`src/mem_cfg_pkg.sv`:
```
// Memory subsystem configuration
// Field widths and default sizing for the two-client memory subsystem

package mem_cfg_pkg;

  // --------------------------------------------------
  // Message field widths
  // --------------------------------------------------

  // Byte address
  localparam int ADDR_BITS = 16;
  // One data word, four bytes
  localparam int DATA_BITS = 32;
  // Byte count of a write, 0 stands for a full word
  localparam int LEN_BITS  = 2;
  // Opaque field as seen by one client
  localparam int OPQ_BITS  = 8;

  // --------------------------------------------------
  // Default parameter values
  // --------------------------------------------------

  localparam int DEF_TRANSAC_DELAY = 1;
  localparam int DEF_RESP_DEPTH    = 4;
  localparam int DEF_MEM_WORDS     = 256;

endpackage
```
`src/mem_msg_pkg.sv`:
```
// Memory message types
// Field typedefs for request/response messages, op codes and server states

package mem_msg_pkg;

  import mem_cfg_pkg::*;

  // --------------------------------------------------
  // Message fields
  // --------------------------------------------------

  // Byte address, low two bits select the byte in a word
  typedef logic [ADDR_BITS-1:0] mem_addr_t;

  // Data word
  typedef logic [DATA_BITS-1:0] mem_data_t;

  // Byte count, 0 means all four bytes
  typedef logic [LEN_BITS-1:0] mem_len_t;

  // Opaque value owned by a client
  typedef logic [OPQ_BITS-1:0] mem_opq_t;

  // Internal opaque on the shared bus
  // Top bit carries the client index, the rest is the client opaque
  typedef logic [OPQ_BITS:0] mem_tag_t;

  // --------------------------------------------------
  // Encodings
  // --------------------------------------------------

  typedef enum logic {
    MEM_READ  = 1'b0,
    MEM_WRITE = 1'b1
  } mem_op_e;

  // Server comes out of reset idle, then runs
  typedef enum logic {
    SRV_IDLE = 1'b0,
    SRV_RUN  = 1'b1
  } srv_state_e;

endpackage

```
`src/mem_if.sv`:
```
// Memory bus interface
// One request/response channel with valid/ready on each direction

`timescale 1ns/100ps

interface mem_if import mem_msg_pkg::*; ();

  // Request, client to server
  logic      req_val;
  logic      req_rdy;
  mem_op_e   req_op;
  mem_addr_t req_addr;
  mem_len_t  req_len;
  mem_data_t req_data;
  mem_tag_t  req_tag;

  // Response, server to client
  logic      resp_val;
  logic      resp_rdy;
  mem_op_e   resp_op;
  mem_addr_t resp_addr;
  mem_len_t  resp_len;
  mem_data_t resp_data;
  mem_tag_t  resp_tag;

  // Requesting side
  modport client (
    output req_val, req_op, req_addr, req_len, req_data, req_tag, resp_rdy,
    input  req_rdy, resp_val, resp_op, resp_addr, resp_len, resp_data, resp_tag
  );

  // Answering side
  modport server (
    input  req_val, req_op, req_addr, req_len, req_data, req_tag, resp_rdy,
    output req_rdy, resp_val, resp_op, resp_addr, resp_len, resp_data, resp_tag
  );

endinterface

```
`src/mem_req_arbiter.sv`:
```
// Two-client request arbiter
// Round-robin grant of two clients onto one memory bus, client index
// carried in the tag top bit, responses steered back by that bit

`timescale 1ns/100ps

module mem_req_arbiter import mem_cfg_pkg::*; import mem_msg_pkg::*; (
  input  logic      clk,
  input  logic      rst,

  // Client 0 request
  input  logic      c0_req_val,
  output logic      c0_req_rdy,
  input  mem_op_e   c0_req_op,
  input  mem_addr_t c0_req_addr,
  input  mem_len_t  c0_req_len,
  input  mem_data_t c0_req_data,
  input  mem_opq_t  c0_req_opq,

  // Client 1 request
  input  logic      c1_req_val,
  output logic      c1_req_rdy,
  input  mem_op_e   c1_req_op,
  input  mem_addr_t c1_req_addr,
  input  mem_len_t  c1_req_len,
  input  mem_data_t c1_req_data,
  input  mem_opq_t  c1_req_opq,

  // Client 0 response
  output logic      c0_resp_val,
  input  logic      c0_resp_rdy,
  output mem_op_e   c0_resp_op,
  output mem_addr_t c0_resp_addr,
  output mem_len_t  c0_resp_len,
  output mem_data_t c0_resp_data,
  output mem_opq_t  c0_resp_opq,

  // Client 1 response
  output logic      c1_resp_val,
  input  logic      c1_resp_rdy,
  output mem_op_e   c1_resp_op,
  output mem_addr_t c1_resp_addr,
  output mem_len_t  c1_resp_len,
  output mem_data_t c1_resp_data,
  output mem_opq_t  c1_resp_opq,

  // Shared bus towards the server
  mem_if.client     bus
);

  // Client that won the last completed transfer
  logic last_gnt_q;
  // Current grant, 0 or 1
  logic gnt;
  // Response owner taken from the tag
  logic resp_sel;

  // --------------------------------------------------
  // Request side
  // --------------------------------------------------

  // Lone requester wins, on contention the other one from last time
  always_comb begin
    if (c0_req_val && c1_req_val) begin
      gnt = ~last_gnt_q;
    end else begin
      gnt = c1_req_val;
    end
  end

  // Pointer moves only on an accepted transfer
  // Reset value 1 so client 0 goes first
  always_ff @(posedge clk) begin
    if (rst) begin
      last_gnt_q <= 1'b1;
    end else if (bus.req_val && bus.req_rdy) begin
      last_gnt_q <= gnt;
    end
  end

  assign bus.req_val  = c0_req_val || c1_req_val;
  assign bus.req_op   = gnt ? c1_req_op   : c0_req_op;
  assign bus.req_addr = gnt ? c1_req_addr : c0_req_addr;
  assign bus.req_len  = gnt ? c1_req_len  : c0_req_len;
  assign bus.req_data = gnt ? c1_req_data : c0_req_data;
  // Client index goes on top of the opaque
  assign bus.req_tag  = {gnt, gnt ? c1_req_opq : c0_req_opq};

  // Only the granted client sees ready
  assign c0_req_rdy = bus.req_rdy && !gnt;
  assign c1_req_rdy = bus.req_rdy && gnt;

  // --------------------------------------------------
  // Response side
  // --------------------------------------------------

  assign resp_sel = bus.resp_tag[OPQ_BITS];

  assign c0_resp_val = bus.resp_val && !resp_sel;
  assign c1_resp_val = bus.resp_val && resp_sel;

  // Payload fans out to both, valid tells who owns it
  assign c0_resp_op   = bus.resp_op;
  assign c0_resp_addr = bus.resp_addr;
  assign c0_resp_len  = bus.resp_len;
  assign c0_resp_data = bus.resp_data;
  assign c0_resp_opq  = bus.resp_tag[OPQ_BITS-1:0];

  assign c1_resp_op   = bus.resp_op;
  assign c1_resp_addr = bus.resp_addr;
  assign c1_resp_len  = bus.resp_len;
  assign c1_resp_data = bus.resp_data;
  assign c1_resp_opq  = bus.resp_tag[OPQ_BITS-1:0];

  // Owner's ready back to the server
  assign bus.resp_rdy = resp_sel ? c1_resp_rdy : c0_resp_rdy;

endmodule

```
`src/flat_wrapper.sv`:
```
// flat-port wrapper written by rule: the top's interface ports become plain ports
module mem_req_arbiter_flat import mem_cfg_pkg::*; import mem_msg_pkg::*;
  (clk, rst, c0_req_val, c0_req_rdy, c0_req_op, c0_req_addr, c0_req_len, c0_req_data, c0_req_opq, c1_req_val, c1_req_rdy, c1_req_op, c1_req_addr, c1_req_len, c1_req_data, c1_req_opq, c0_resp_val, c0_resp_rdy, c0_resp_op, c0_resp_addr, c0_resp_len, c0_resp_data, c0_resp_opq, c1_resp_val, c1_resp_rdy, c1_resp_op, c1_resp_addr, c1_resp_len, c1_resp_data, c1_resp_opq, bus_req_val, bus_req_op, bus_req_addr, bus_req_len, bus_req_data, bus_req_tag, bus_resp_rdy, bus_req_rdy, bus_resp_val, bus_resp_op, bus_resp_addr, bus_resp_len, bus_resp_data, bus_resp_tag);
  mem_if bus_i ();
  input  logic clk;
  input  logic rst;
  input  logic c0_req_val;
  output logic c0_req_rdy;
  input  mem_op_e c0_req_op;
  input  mem_addr_t c0_req_addr;
  input  mem_len_t c0_req_len;
  input  mem_data_t c0_req_data;
  input  mem_opq_t c0_req_opq;
  input  logic c1_req_val;
  output logic c1_req_rdy;
  input  mem_op_e c1_req_op;
  input  mem_addr_t c1_req_addr;
  input  mem_len_t c1_req_len;
  input  mem_data_t c1_req_data;
  input  mem_opq_t c1_req_opq;
  output logic c0_resp_val;
  input  logic c0_resp_rdy;
  output mem_op_e c0_resp_op;
  output mem_addr_t c0_resp_addr;
  output mem_len_t c0_resp_len;
  output mem_data_t c0_resp_data;
  output mem_opq_t c0_resp_opq;
  output logic c1_resp_val;
  input  logic c1_resp_rdy;
  output mem_op_e c1_resp_op;
  output mem_addr_t c1_resp_addr;
  output mem_len_t c1_resp_len;
  output mem_data_t c1_resp_data;
  output mem_opq_t c1_resp_opq;
  output wire logic [$bits(bus_i.req_val)-1:0] bus_req_val;
  output wire logic [$bits(bus_i.req_op)-1:0] bus_req_op;
  output wire logic [$bits(bus_i.req_addr)-1:0] bus_req_addr;
  output wire logic [$bits(bus_i.req_len)-1:0] bus_req_len;
  output wire logic [$bits(bus_i.req_data)-1:0] bus_req_data;
  output wire logic [$bits(bus_i.req_tag)-1:0] bus_req_tag;
  output wire logic [$bits(bus_i.resp_rdy)-1:0] bus_resp_rdy;
  input wire logic [$bits(bus_i.req_rdy)-1:0] bus_req_rdy;
  input wire logic [$bits(bus_i.resp_val)-1:0] bus_resp_val;
  input wire logic [$bits(bus_i.resp_op)-1:0] bus_resp_op;
  input wire logic [$bits(bus_i.resp_addr)-1:0] bus_resp_addr;
  input wire logic [$bits(bus_i.resp_len)-1:0] bus_resp_len;
  input wire logic [$bits(bus_i.resp_data)-1:0] bus_resp_data;
  input wire logic [$bits(bus_i.resp_tag)-1:0] bus_resp_tag;
  assign bus_req_val = bus_i.req_val;
  assign bus_req_op = bus_i.req_op;
  assign bus_req_addr = bus_i.req_addr;
  assign bus_req_len = bus_i.req_len;
  assign bus_req_data = bus_i.req_data;
  assign bus_req_tag = bus_i.req_tag;
  assign bus_resp_rdy = bus_i.resp_rdy;
  assign bus_i.req_rdy = bus_req_rdy;
  assign bus_i.resp_val = bus_resp_val;
  assign bus_i.resp_op = bus_resp_op;
  assign bus_i.resp_addr = bus_resp_addr;
  assign bus_i.resp_len = bus_resp_len;
  assign bus_i.resp_data = bus_resp_data;
  assign bus_i.resp_tag = bus_resp_tag;
  mem_req_arbiter u_core (.clk(clk), .rst(rst), .c0_req_val(c0_req_val), .c0_req_rdy(c0_req_rdy), .c0_req_op(c0_req_op), .c0_req_addr(c0_req_addr), .c0_req_len(c0_req_len), .c0_req_data(c0_req_data), .c0_req_opq(c0_req_opq), .c1_req_val(c1_req_val), .c1_req_rdy(c1_req_rdy), .c1_req_op(c1_req_op), .c1_req_addr(c1_req_addr), .c1_req_len(c1_req_len), .c1_req_data(c1_req_data), .c1_req_opq(c1_req_opq), .c0_resp_val(c0_resp_val), .c0_resp_rdy(c0_resp_rdy), .c0_resp_op(c0_resp_op), .c0_resp_addr(c0_resp_addr), .c0_resp_len(c0_resp_len), .c0_resp_data(c0_resp_data), .c0_resp_opq(c0_resp_opq), .c1_resp_val(c1_resp_val), .c1_resp_rdy(c1_resp_rdy), .c1_resp_op(c1_resp_op), .c1_resp_addr(c1_resp_addr), .c1_resp_len(c1_resp_len), .c1_resp_data(c1_resp_data), .c1_resp_opq(c1_resp_opq), .bus(bus_i));
endmodule
```
`config.mk`:
```
export PLATFORM = sky130hd
export DESIGN_NAME = mem_req_arbiter_flat
export DESIGN_NICKNAME = d
export VERILOG_FILES = /design/src/mem_cfg_pkg.sv /design/src/mem_msg_pkg.sv /design/src/mem_if.sv /design/src/mem_req_arbiter.sv /design/src/flat_wrapper.sv
export SDC_FILE = /design/constraint.sdc
export NUM_CORES = 1
export LEC_CHECK = 0
export BUFFER_PORTS_ARGS = -buffer_cell sky130_fd_sc_hd__buf_2
export CAP_MARGIN = 25
export CORE_AREA = 8 8 139 141
export DETAILED_ROUTE_END_ITERATION = 7
export DIE_AREA = 0 0 147 149
export SETUP_SLACK_MARGIN = 0.4
export SLEW_MARGIN = 25
export SYNTH_ARGS = -nofsm -noshare
export SYNTH_HDL_FRONTEND = slang
export SYNTH_SLANG_ARGS = --single-unit
```
`constraint.sdc`:
```
create_clock -name clk -period 1.5 [get_ports clk]
set_input_delay 0.3 -clock clk [delete_from_list [all_inputs] [get_ports clk]]
set_output_delay 0.3 -clock clk [all_outputs]
set_load 0.02 [all_outputs]
```
# ---- Word level (Yosys, flattened, before mapping)
# Index checks and enable logic that the tools add are counted.
# W data, S select, Z words.
dict set report totals {
  input_bits 186
  wordCells 18
  reg_bits 1
}
dict set report classes {
  mux 7
  n_reduce_logical 9
  n_bitwise 1
}
# op count
set ops {}
lappend ops {{$mux W32} 1}
lappend ops {{$mux W16} 1}
lappend ops {{$mux W8} 1}
lappend ops {{$logic_and A1 B1 Y1} 6}
lappend ops {{$mux W1} 3}
lappend ops {{$logic_not A1 Y1} 2}
lappend ops {{$mux W2} 1}
lappend ops {{$logic_or A1 B1 Y1} 1}
lappend ops {{$not A1 Y1} 1}

# ---- Logic depth before layout (Yosys ltp)
dict set report logic_depth {
  ltp_word 4
  ltp_mapped 3
}

# ---- Worst setup path before layout
# No wires, ideal clock.
dict set report synth_timing {
  path_type {reg2out}
  start {register u_core.last_gnt_q}
  end {output bus_req_data[0]}
  stages_incl_launch_ff 4
  required_ps 1200
  setup_slack_ps 12
  arrival_time_ps 1188
  path_cell_list {dfxtp_1 -> a21boi_4 -> buf_4 -> mux2_2}
}
dict set report synth_via {
  elab_chain_len 3
}
# item line_no
set synth_lines {}
lappend synth_lines {{start, declared} mem_req_arbiter.sv:52} ;# logic last_gnt_q;
lappend synth_lines {{start signal, assigned} mem_req_arbiter.sv:77} ;# last_gnt_q <= gnt;
lappend synth_lines {{$not A1 Y1} mem_req_arbiter.sv:65} ;# gnt = ~last_gnt_q;
lappend synth_lines {{$mux W1} mem_req_arbiter.sv:64} ;# if (c0_req_val && c1_req_val) begin
lappend synth_lines {{$mux W32} mem_req_arbiter.sv:85} ;# assign bus.req_data = gnt ? c1_req_data : c0_req_data;
lappend synth_lines {{end, declared} flat_wrapper.sv:39} ;# output wire logic [$bits(bus_i.req_data)-1:0] bus_req_data;
# Every way passes these cells.

# ---- Worst setup path after layout
dict set report layout_timing {
  start {input c1_req_val}
  end {output bus_req_tag[6]}
}
dict set report layout_via {
  elab_chain_len 3
}
# item line_no
set layout_lines {}
lappend layout_lines {{start, declared} flat_wrapper.sv:14} ;# input logic c1_req_val;
lappend layout_lines {{$logic_and A1 B1 Y1} mem_req_arbiter.sv:64}
lappend layout_lines {{$mux W1 (*)} mem_req_arbiter.sv:64}
lappend layout_lines {{$mux W8 (*)} mem_req_arbiter.sv:87} ;# assign bus.req_tag = {gnt, gnt ? c1_req_opq : c0_req_opq};
lappend layout_lines {{end, declared} flat_wrapper.sv:40} ;# output wire logic [$bits(bus_i.req_tag)-1:0] bus_req_tag;
# Mark *: on every way between the ends. The rest lies on a longest branch, timed or not.

==> results.json <==
{
  "switchingPower_mw": 0.444,
  "wl_per_cell_um": 15.6,
  "async_flop_share_pct": 0,
  "synth_seq_area_share_pct": 1.17,
  "violations": "negative setup slack",
  "wl_um": 7830,
  "synth-seq-cells": 1,
  "die_h_um": 149,
  "synth_cell_types": 12,
  "min_path_type": "input pin to flip-flop",
  "area_delta_synth_final_pct": 51.6,
  "synth-xor-area-share_pct": 0,
  "synth-edff-count": 0,
  "place_area_um2": 2370,
  "num_rows": 48,
  "setup_viol": 59,
  "multi_input_area_um2": 975,
  "pwr-share-comb_pct": 97.0,
  "vias_per_cell": 3.04,
  "largest_reg_flops": 1,
  "fin_crit_ps": 1670,
  "place_ws_ps": -221,
  "largest_register": "u_core.last_gnt_q",
  "grt_pass1_vias": 1802,
  "synth_nets": 381,
  "syn_avg_cell_area_um2": 8.81,
  "ys.flop_type": "dfxtp_1",
  "syn_area_um2": 1720,
  "finalSetupTns_ps": -8070,
  "clkPwrFrac_pct": 0,
  "start_util_pct": 10.1,
  "nFillCells": 1913,
  "grt_antenna_before_repair": 1,
  "synth.area.mux_share_pct": 39.3,
  "dr.pass1.iters": 4,
  "io_pins": 370,
  "largestRegisters": "u_core.last_gnt_q x1",
  "synthAdderAreaFrac_pct": 0,
  "cap_violations": 0,
  "crit_fanout": 14,
  "seqPwrFrac_pct": 3.0,
  "timing.fmax_mhz": 597,
  "fin_crit_sh_pct": 112,
  "synth_top_area_share_pct": 52.9,
  "synth_top_cell_by_area": "buf_4",
  "via_count": 1526,
  "p_leak_nw": 1.42,
  "cts.clk_slew.worst_paths_ps": 0,
  "status": "finished with violations",
  "p_per_area_nw_per_um2": 400,
  "final_nets": 465,
  "grt_max_degree": 15,
  "synth_compound_gate_area_share_pct": 1.82,
  "ir_drop_mv": 0.119,
  "worstSetupPathType": "input pin to output pin",
  "drc_errors": 0,
  "synth_most_common_cell": "buf_4",
  "cp.required_ps": 1200,
  "worstMarginPinSlew_ps": 131,
  "fp.coreArea_um2": 17100,
  "worstPathArrival_ps": 1370,
  "hold_viol": 0,
  "diodes": 0,
  "finalWorstSetupSlack_ps": -174,
  "track_usage_pct": 6.25,
  "p_int_mw": 0.597,
  "synth_commonest_cells": "buf_4, mux2_2, mux2_1, buf_6",
  "finClkSkew_ps": 0,
  "io_buffers": 192,
  "die_x_um": 147,
  "drtIter0Drc": 13,
  "grt_setup_unrepaired": "yes",
  "grt_overflow": 0,
  "drv_slew": 0,
  "endpoint_kind": "output pin",
  "die_area_um2": 21900,
  "p_sw_share_pct": 42.6,
  "grt_pass1_wl_um": 10800,
  "cpPeakStageDelay_ps": 310,
  "clkLatencyLatePin_ps": 0,
  "fin_area_um2": 2610,
  "startpoint_type": "input pin",
  "regArea_um2": 21.3,
  "synth_top_family_by_area": "buffers and inverters",
  "hpwl_um": 7250,
  "netlist_instances": 195,
  "ys_warn_count": 0,
  "synth_top_cells_by_area": "buf_4, mux2_2, mux2_1, buf_6, dfxtp_1",
  "critPathSlowestCell": "mux2_4",
  "ant_nets": 0,
  "synthSimpleGateAreaFrac_pct": 2.18,
  "place.gp.congestion": 0.744,
  "max-slew-margin-rel_pct": 91.3,
  "drive_above_1_share_pct": 98.2,
  "crit_chain": "buf_8, a21boi_4, buf_12, buf_16, mux2_4, buf_2"
}
==> repair_timing <==
item	4_1_cts	5_1_grt
hold buffers	0	0
setup buffers	0	2
setup endpoints to repair	64	64
pin swaps	1	1
resized for setup	39	27
==> power by group through the flow <==
stage               registers, mW  clock network (mW)  logic [mW]
floorplan                  0.0313                   0       0.996
global placement           0.0315                   0       0.914
detailed placement         0.0315                   0       0.918
CTS                        0.0315                   0       0.979
global route               0.0317                   0        1.07
finish                     0.0315                   0        1.01
==> per-layer routing <==
| metal | share of wire, % | global-route usage (%) |
|---|---|---|
| met5 | 0 | 0 |
| met4 | 4.0 | 2.60 |
| met3 | 14 | 2.82 |
| met2 | 51 | 12.1 |
| met1 | 31 | 5.48 |
==> path summary, 6_finish.rpt <==
kind,slack [ps],startpoint,endpoint,cells after the start
hold reg to reg,530,u_core.last_gnt_q,u_core.last_gnt_q,2
setup reg to reg,820,u_core.last_gnt_q,u_core.last_gnt_q,2
hold / removal,500,rst,u_core.last_gnt_q,2
setup / recovery,-170,c1_req_val,bus_req_tag[6],6
==> cells by family after synthesis <==
kind of cell | Yosys count
buf+inv | 125
mux | 60
simple gates | 6
compound gates | 3
flops | 1
==> through the flow <==
stage,power (mW),hold WS (ps),cells,utilization [%]
floorplan,1.03,407,195,-
global placement,0.945,490,500,13.9
detailed placement,0.949,502,500,13.9
CTS,1.01,502,500,14.7
global route,1.10,520,502,15.3
finish,1.04,499,502,15.3
==> layout by cell type, fill, tap and decap left out <==
cell type,Yosys,routed
buf_2,0,161
mux2_4,0,58
buf_6,4,29
buf_4,121,12
mux2_2,55,2
buf_8,0,2
buf_16,0,2
a21boi_4,1,1
nor2b_4,0,1
and2_4,0,1
nor2b_1,2,1
and2_1,2,1
or2_4,0,1
and3_1,1,1
a21oi_1,1,1
o21bai_1,1,1
buf_12,0,1
dfxtp_2,0,1
==> critical path: cells and delay by family <==
kind / cells / cell delay [ps]
buffers and inverters: 4 / 570
muxes: 1 / 310
AOI/OAI and AO/OA: 1 / 180
==> cell type report <==
| cell class | count | area share [%] |
|---|---|---|
| timing repair buffer | 207 | 51.0 |
| multi-input combinational | 69 | 37.4 |
| tap | 225 | 10.8 |
| sequential | 1 | 0.817 |
(Power assumes the default switching activity.)
